## config.mk

```make
export PLATFORM = sky130hd
export DESIGN_NAME = ddr_frame_top
export DESIGN_NICKNAME = d
export VERILOG_FILES = /design/src/verilog/ddr_pkg.sv /design/src/verilog/byte_packer.sv /design/src/verilog/ddr_write_ctrl.sv /design/src/verilog/ddr_cmd_ctrl.sv /design/src/verilog/ddr_frame_top.sv
export SDC_FILE = /design/constraint.sdc
export NUM_CORES = 1
export LEC_CHECK = 0
export ABC_AREA = 1
export BUFFER_PORTS_ARGS = -buffer_cell sky130_fd_sc_hd__buf_2
export CAP_MARGIN = 5
export CORE_MARGIN = 8
export CORE_UTILIZATION = 45
export CTS_CLUSTER_DIAMETER = 100
export DETAILED_ROUTE_END_ITERATION = 8
export SLEW_MARGIN = 5
export SYNTH_ARGS = -nofsm -noshare
export SYNTH_HDL_FRONTEND = slang
export SYNTH_SLANG_ARGS = --single-unit
export TNS_END_PERCENT = 100
```

## constraint.sdc

```tcl
create_clock -name c3_clk0 -period 11.9 [get_ports c3_clk0]
set_clock_uncertainty 0.15 [all_clocks]
set_input_delay 2.38 -clock c3_clk0 [delete_from_list [all_inputs] [get_ports c3_clk0]]
set_output_delay 2.38 -clock c3_clk0 [all_outputs]
set_load 0.005 [all_outputs]
```

## src/verilog/ddr_pkg.sv

```systemverilog
package ddr_pkg;

   ///////////////////////////////
   // user port widths
   ///////////////////////////////
   localparam int byte_w     = 8;
   localparam int word_w     = 128;
   localparam int word_bytes = 16;   // also the write address step
   localparam int mask_w     = 16;
   localparam int addr_w     = 30;
   localparam int bl_w       = 6;
   localparam int instr_w    = 3;

   // command codes
   localparam logic [instr_w-1:0] cmd_write = 3'b010;
   localparam logic [instr_w-1:0] cmd_read  = 3'b001;

   // burst length field is words minus one
   localparam logic [bl_w-1:0] wr_bl = 6'd0;    // one word
   localparam logic [bl_w-1:0] rd_bl = 6'd63;   // 64 words

   localparam logic [addr_w-1:0] rd_base_addr = 30'd16;
   localparam logic [addr_w-1:0] rd_step      = 30'd1024;   // 64 words of 16 bytes

   ///////////////////////////////
   // fsm encodings
   ///////////////////////////////
   localparam logic [2:0] ws_idle      = 3'd0;
   localparam logic [2:0] ws_fill      = 3'd1;
   localparam logic [2:0] ws_data_done = 3'd2;
   localparam logic [2:0] ws_cmd_setup = 3'd3;
   localparam logic [2:0] ws_cmd_issue = 3'd4;
   localparam logic [2:0] ws_done      = 3'd5;

   localparam logic [1:0] rs_idle      = 2'd0;
   localparam logic [1:0] rs_cmd_setup = 2'd1;
   localparam logic [1:0] rs_cmd_issue = 2'd2;
   localparam logic [1:0] rs_done      = 2'd3;

   // port 0 command bundle
   typedef struct packed {
      logic               en;
      logic [instr_w-1:0] instr;
      logic [bl_w-1:0]    bl;
      logic [addr_w-1:0]  byte_addr;
   } mcb_cmd_t;

   // port 0 write data bundle
   typedef struct packed {
      logic              en;
      logic [mask_w-1:0] mask;
      logic [word_w-1:0] data;
   } mcb_wr_t;

endpackage

```

## src/verilog/byte_packer.sv

```systemverilog
`timescale 1ns/1ps

module byte_packer
   import ddr_pkg::*;
(
   input  logic              c3_clk0,
   input  logic              rst_n,
   input  logic              calib_done,
   input  logic [byte_w-1:0] byte_data,
   input  logic              byte_valid,
   output logic [word_w-1:0] word,
   output logic              word_valid
);

   logic [$clog2(word_bytes)-1:0] byte_cnt;
   logic [word_w-byte_w-1:0]      hold;    // first 15 bytes of the word
   logic                          last_byte;

   assign last_byte = byte_valid && (byte_cnt == word_bytes - 1);

   ///////////////////////////////
   // strobe counter
   ///////////////////////////////
   always_ff @(posedge c3_clk0 or negedge rst_n) begin
      if (!rst_n) begin
         byte_cnt   <= '0;
         word_valid <= 1'b0;
      end else if (!calib_done) begin
         byte_cnt   <= '0;
         word_valid <= 1'b0;
      end else begin
         word_valid <= last_byte;   // one cycle per full word
         if (byte_valid) begin
            byte_cnt <= byte_cnt + 1'b1;   // wraps to 0 after the 16th
         end
      end
   end

   // byte shifter puts the first byte in the top byte
   always_ff @(posedge c3_clk0) begin
      if (!calib_done) begin
         hold <= '0;
      end else if (last_byte) begin
         word <= {hold, byte_data};
         hold <= '0;
      end else if (byte_valid) begin
         hold <= {hold[word_w-2*byte_w-1:0], byte_data};
      end
   end

endmodule

```

## src/verilog/ddr_write_ctrl.sv

```systemverilog
`timescale 1ns/1ps

module ddr_write_ctrl
   import ddr_pkg::*;
(
   input  logic              c3_clk0,
   input  logic              rst_n,
   input  logic              calib_done,
   input  logic [word_w-1:0] word,
   input  logic              word_valid,
   input  logic              wr_full,
   input  logic              cmd_full,
   output mcb_wr_t           wr,
   output mcb_cmd_t          wr_cmd,
   output logic              write_busy
);

   logic [2:0]        state;
   logic              wr_en_q;
   logic [word_w-1:0] wr_data_q;
   logic              take_word;

   // words arriving while busy are dropped
   assign take_word = calib_done && (state == ws_idle) && word_valid;

   assign wr = '{en: wr_en_q, mask: '0, data: wr_data_q};

   ///////////////////////////////
   // write fsm
   ///////////////////////////////
   always_ff @(posedge c3_clk0 or negedge rst_n) begin
      if (!rst_n) begin
         state      <= ws_idle;
         wr_en_q    <= 1'b0;
         write_busy <= 1'b0;
         wr_cmd     <= '0;   // address starts at 0
      end else if (!calib_done) begin
         state      <= ws_idle;
         wr_en_q    <= 1'b0;
         write_busy <= 1'b0;
         wr_cmd     <= '0;
      end else begin
         case (state)
            ws_idle: begin
               if (word_valid) begin
                  write_busy <= 1'b1;
                  state      <= ws_fill;
               end
            end

            ws_fill: begin
               if (!wr_full) begin   // wait for room in the write fifo
                  wr_en_q <= 1'b1;
                  state   <= ws_data_done;
               end
            end

            ws_data_done: begin
               wr_en_q <= 1'b0;
               state   <= ws_cmd_setup;
            end

            ws_cmd_setup: begin
               wr_cmd.instr     <= cmd_write;
               wr_cmd.bl        <= wr_bl;
               wr_cmd.byte_addr <= wr_cmd.byte_addr + addr_w'(word_bytes);
               state            <= ws_cmd_issue;
            end

            ws_cmd_issue: begin
               if (!cmd_full) begin
                  wr_cmd.en <= 1'b1;   // single cycle push
                  state     <= ws_done;
               end
            end

            ws_done: begin
               wr_cmd.en  <= 1'b0;
               write_busy <= 1'b0;
               state      <= ws_idle;
            end

            default: begin
               wr_en_q   <= 1'b0;
               wr_cmd.en <= 1'b0;
               state     <= ws_idle;
            end
         endcase
      end
   end

   // data word held for the fifo push
   always_ff @(posedge c3_clk0) begin
      if (take_word) begin
         wr_data_q <= word;
      end
   end

endmodule

```

## src/verilog/ddr_cmd_ctrl.sv

```systemverilog
`timescale 1ns/1ps

module ddr_cmd_ctrl
   import ddr_pkg::*;
(
   input  logic     c3_clk0,
   input  logic     rst_n,
   input  logic     calib_done,
   input  logic     pic_read_done,
   input  logic     write_busy,
   input  mcb_cmd_t wr_cmd,
   input  logic     rd_cmd,
   input  logic     addr_set,
   input  logic     rden,
   output mcb_cmd_t cmd,
   output logic     rd_en
);

   logic       pic_stored;   // picture in memory and no write in flight
   logic       rd_cmd_q1;
   logic       rd_cmd_q2;
   logic       rd_req;
   logic       rden_q1;
   logic       rden_q2;
   logic [1:0] state;
   mcb_cmd_t   rd_cmd_r;

   assign pic_stored = pic_read_done && !write_busy;

   ///////////////////////////////
   // rising edge detectors
   ///////////////////////////////
   always_ff @(posedge c3_clk0 or negedge rst_n) begin
      if (!rst_n) begin
         rd_cmd_q1 <= 1'b0;
         rd_cmd_q2 <= 1'b0;
         rd_req    <= 1'b0;
         rden_q1   <= 1'b0;
         rden_q2   <= 1'b0;
         rd_en     <= 1'b0;
      end else if (!calib_done) begin
         rd_cmd_q1 <= 1'b0;
         rd_cmd_q2 <= 1'b0;
         rd_req    <= 1'b0;
         rden_q1   <= 1'b0;
         rden_q2   <= 1'b0;
         rd_en     <= 1'b0;
      end else begin
         rd_cmd_q1 <= rd_cmd;
         rd_cmd_q2 <= rd_cmd_q1;
         rd_req    <= rd_cmd_q1 && !rd_cmd_q2;   // one burst per edge
         rden_q1   <= rden;
         rden_q2   <= rden_q1;
         rd_en     <= rden_q1 && !rden_q2;       // read fifo pop
      end
   end

   ///////////////////////////////
   // read burst fsm
   ///////////////////////////////
   always_ff @(posedge c3_clk0 or negedge rst_n) begin
      if (!rst_n) begin
         state    <= rs_idle;
         rd_cmd_r <= '{en: 1'b0, instr: '0, bl: '0, byte_addr: rd_base_addr};
      end else if (!calib_done) begin
         state    <= rs_idle;
         rd_cmd_r <= '{en: 1'b0, instr: '0, bl: '0, byte_addr: rd_base_addr};
      end else if (addr_set) begin
         // fsm holds its state while the address returns to the frame start
         rd_cmd_r.en        <= 1'b0;
         rd_cmd_r.byte_addr <= rd_base_addr;
      end else if (pic_stored) begin
         case (state)
            rs_idle: begin
               if (rd_req) begin
                  state <= rs_cmd_setup;
               end
            end

            rs_cmd_setup: begin
               rd_cmd_r.instr <= cmd_read;
               rd_cmd_r.bl    <= rd_bl;
               state          <= rs_cmd_issue;
            end

            // cmd_full is not checked for reads
            rs_cmd_issue: begin
               rd_cmd_r.en <= 1'b1;
               state       <= rs_done;
            end

            rs_done: begin
               rd_cmd_r.en        <= 1'b0;
               rd_cmd_r.byte_addr <= rd_cmd_r.byte_addr + rd_step;   // next 64 words
               state              <= rs_idle;
            end
         endcase
      end
   end

   ///////////////////////////////
   // command port owner
   ///////////////////////////////
   always_comb begin
      if (pic_stored) begin
         cmd = rd_cmd_r;
      end else begin
         cmd = wr_cmd;   // writer owns the port until the picture is in
      end
   end

endmodule

```

## src/verilog/ddr_frame_top.sv

```systemverilog
`timescale 1ns/1ps

module ddr_frame_top
   import ddr_pkg::*;
(
   input  logic              c3_clk0,
   input  logic              rst_n,
   input  logic              calib_done,

   // image source
   input  logic [byte_w-1:0] byte_data,
   input  logic              byte_valid,
   input  logic              pic_read_done,

   // display side requests
   input  logic              rd_cmd,
   input  logic              addr_set,
   input  logic              rden,

   // user port 0
   input  logic              cmd_full,
   input  logic              wr_full,
   output mcb_cmd_t          cmd,
   output mcb_wr_t           wr,
   output logic              rd_en
);

   logic [word_w-1:0] word;
   logic              word_valid;
   mcb_cmd_t          wr_cmd;
   logic              write_busy;

   ///////////////////////////////
   // write path
   ///////////////////////////////
   byte_packer byte_packer_i (
      .c3_clk0    (c3_clk0),
      .rst_n      (rst_n),
      .calib_done (calib_done),
      .byte_data  (byte_data),
      .byte_valid (byte_valid),
      .word       (word),
      .word_valid (word_valid)
   );

   ddr_write_ctrl ddr_write_ctrl_i (
      .c3_clk0    (c3_clk0),
      .rst_n      (rst_n),
      .calib_done (calib_done),
      .word       (word),
      .word_valid (word_valid),
      .wr_full    (wr_full),
      .cmd_full   (cmd_full),
      .wr         (wr),
      .wr_cmd     (wr_cmd),
      .write_busy (write_busy)
   );

   // read bursts and port arbitration
   ddr_cmd_ctrl ddr_cmd_ctrl_i (
      .c3_clk0       (c3_clk0),
      .rst_n         (rst_n),
      .calib_done    (calib_done),
      .pic_read_done (pic_read_done),
      .write_busy    (write_busy),
      .wr_cmd        (wr_cmd),
      .rd_cmd        (rd_cmd),
      .addr_set      (addr_set),
      .rden          (rden),
      .cmd           (cmd),
      .rd_en         (rd_en)
   );

endmodule

```

==> results.tsv <==
metric	value	unit
Top FF cell, synth	edfxtp_1	
EDFF count, synth	256	
core footprint	35310	sq um
I/O Buffers	182	
Detailed Routing Iterations Pass 1	5	
Die ar.	41900	sq um
leak pwr	7.042	nW
fin. max-slew vios	0	
post-CTS resize count	0	
Sum Neg Setup Slack	0	ps
startpoint types	input port	
synthesized area	16020	sq um
worst slew pin tran	1196	ps
Worst path slowest cell	nor2_1	
Final Hold Viols	0	
Total Wirelength	32.82	mm
diodes inserted	0	
gpl congestion	0.7997	
Pwr Density	163.8	nW/um^2
Yosys top cell area share	47.98	%
Seq/Total Area, Yosys	73.76	%
Clk Tree Root Cell	clkbuf_16	
vias in the first global route	9809	
WP data arrival	3430	ps
nets	1567	
most common cell in the netlist	nand2_1	
std cell rows	69	
Hold Worst Slack	243.4	ps
maximum vdd ir drop	0.1070	mV
postcts setup bufs	0	
register area	11820	sq um
DRC Markers	0	
WS Path Type	in -> out	
critical-path cell list	buf_2 -> nand2_2 -> nor2_1 -> buf_2	
WL/cell	16.11	microns
first-pass GRT wire length	51.66	mm
Avg Cell Area, Syn	11.74	sq um
Worst path depth	4	
RSZ-0062 raised after global routing	false	
IO Pins	204	
clk sinks	445	
Post-synth top cells	nand2_1, edfxtp_1, a21oi_1	
Netlist cell types	37	
Initial Util	45.37	%
CP dominant cell by count	buf_2	
total track usage	15.29	%
slew margin rel.	20.29	%
Fmax	167.7	MHz
largest area contributor in the netlist	edfxtp_1	
non-filler instance count after layout	2037	
Tcrit/Tclk final	50.11	%
multi-input logic area	3530	sq um
hold buffer count at CTS	0	
DR iter-0 viols	538	
reg2reg start	ddr_write_ctrl_i.state[2]	
Finish-stage setup viols	0	
Post-Syn Instances	1365	
FFs w/ async S/R, synth	15.51	%
post-route cell area	18630	sq um
largest net degree at the start of global routing	110	
min-delay src	ddr_cmd_ctrl_i.rden_q2	
# H-tree levels	2	
CP endpoint kind	primary output	
Tot Pwr	3.052	mW
Fill cells	3010	
post-route ant nets	0	
CP peak stage delay	400	ps
Synth area leaders	edfxtp_1, dfxtp_1, dfrtp_1, nand2_1, a21oi_1	
Reg2Reg Setup Slack	8940	ps
#FFs+latches synth	445	
initial antenna violation count	0	
MaxCap Viol Count	0	
CP delay by family, top	simple AND/OR/NAND/NOR gates	
Min-Delay Endpoint	ddr_cmd_ctrl_i.rd_en	
global route overflow	0	
Num CTS Buffers	44	
P&R area growth vs syn	16.27	%
Critical Path RT	9370	ps
worst path bufs/invs	2	
share of cells above drive strength 1	18.53	%
r2r endpoint	ddr_write_ctrl_i.wr_data_q[86]	
Worst-Skew Late Latency	540	ps
status	complete, no violations	
clk buf depth	3	
CP max FO	45	
CTS tree	done	
Tightest Hold Check Type	reg -> reg	
Worst Reg-to-Reg Cells	5	
Tmin final	5963	ps
hold path depth	1	
die width	204.7	microns
DP HPWL	21.04	mm
clock slew seen by the registers of the worst setup and hold paths	60	ps
YS warnings	0	
Die Y	204.7	microns
total number of vias	9878	
placed instance area	17210	sq um
# placed instances	1956	
Avg Vias per Cell	4.849	
[worst max-delay path by stage]
stage,start,end,slack [ps]
finish,pic_read_done,cmd[34],5940
global placement,pic_read_done,cmd[31],5990
detailed placement,pic_read_done,cmd[34],5910
CTS,pic_read_done,cmd[34],5900
floorplan,calib_done,byte_packer_i.word_valid,2940
global route,pic_read_done,cmd[34],5770
[power by group]
group	switching [mW]	internal [mW]	total (mW)
Combinational	0.0591	0.0180	0.0771
Sequential	0.00850	1.62	1.63
Clock	0.565	0.779	1.34
[cell families after synthesis]
group / share of synthesized area [%]
simple gates: 14.07
flops: 73.76
compound gates: 6.677
buf+inv: 4.842
fa+ha+maj: 0.6248
other cells: 0.02341
[sequential cells by signal, indices dropped and copies added, names as in the netlist]
signal,flops
ddr_cmd_ctrl_i.rd_req,1
ddr_write_ctrl_i.write_busy,1
ddr_cmd_ctrl_i.rd_cmd_q2,1
ddr_cmd_ctrl_i.rden_q2,1
ddr_write_ctrl_i.wr_cmd,28
ddr_write_ctrl_i.wr_data_q,128
ddr_write_ctrl_i.state,3
ddr_cmd_ctrl_i.rd_cmd_q1,1
ddr_cmd_ctrl_i.rd_en,1
byte_packer_i.word_valid,1
ddr_cmd_ctrl_i.rd_cmd_r,23
byte_packer_i.hold,120
byte_packer_i.byte_cnt,4
ddr_write_ctrl_i.wr_en_q,1
ddr_cmd_ctrl_i.state,2
byte_packer_i.word,128
ddr_cmd_ctrl_i.rden_q1,1
[layout by cell type, fill, tap and decap left out, types with 7 or more instances in the layout]
cell,count
a21oi_1,150
buf_2,181
buf_4,9
clkbuf_1,10
clkbuf_16,44
clkbuf_8,8
clkinv_2,7
conb_1,21
dfrtp_1,68
dfxtp_1,120
edfxtp_1,256
ha_1,8
inv_1,78
nand2_1,378
nand3_1,27
nor2_1,87
nor2_2,7
nor3_1,12
o21ai_0,39
[layer usage]
layer	GRT usage, %	part of all wire, %	vias up
li1	-	-	4875
met1	19.91	44	4715
met2	25.80	49	238
met3	2.989	5.2	50
met4	4.191	1.9	0
met5	0	0	-
[cell type report]
class,instances,area share (%)
well taps,461,3.096
flip-flops and latches,445,63.44
repair buffers,190,5.225
multi-input cells,777,18.95
clock buffers,62,6.703
clock inverters,19,0.9067
inverters,83,1.686
[through the flow]
step                      setup WS (ps)  utilization (%)
final                              5937            52.76
after global routing               5774            52.76
after CTS                          5903            52.76
after detailed placement           5909            48.74
after global placement             5994            48.74
after floorplan                    2937                -
Power figures use the tool's default switching activity.
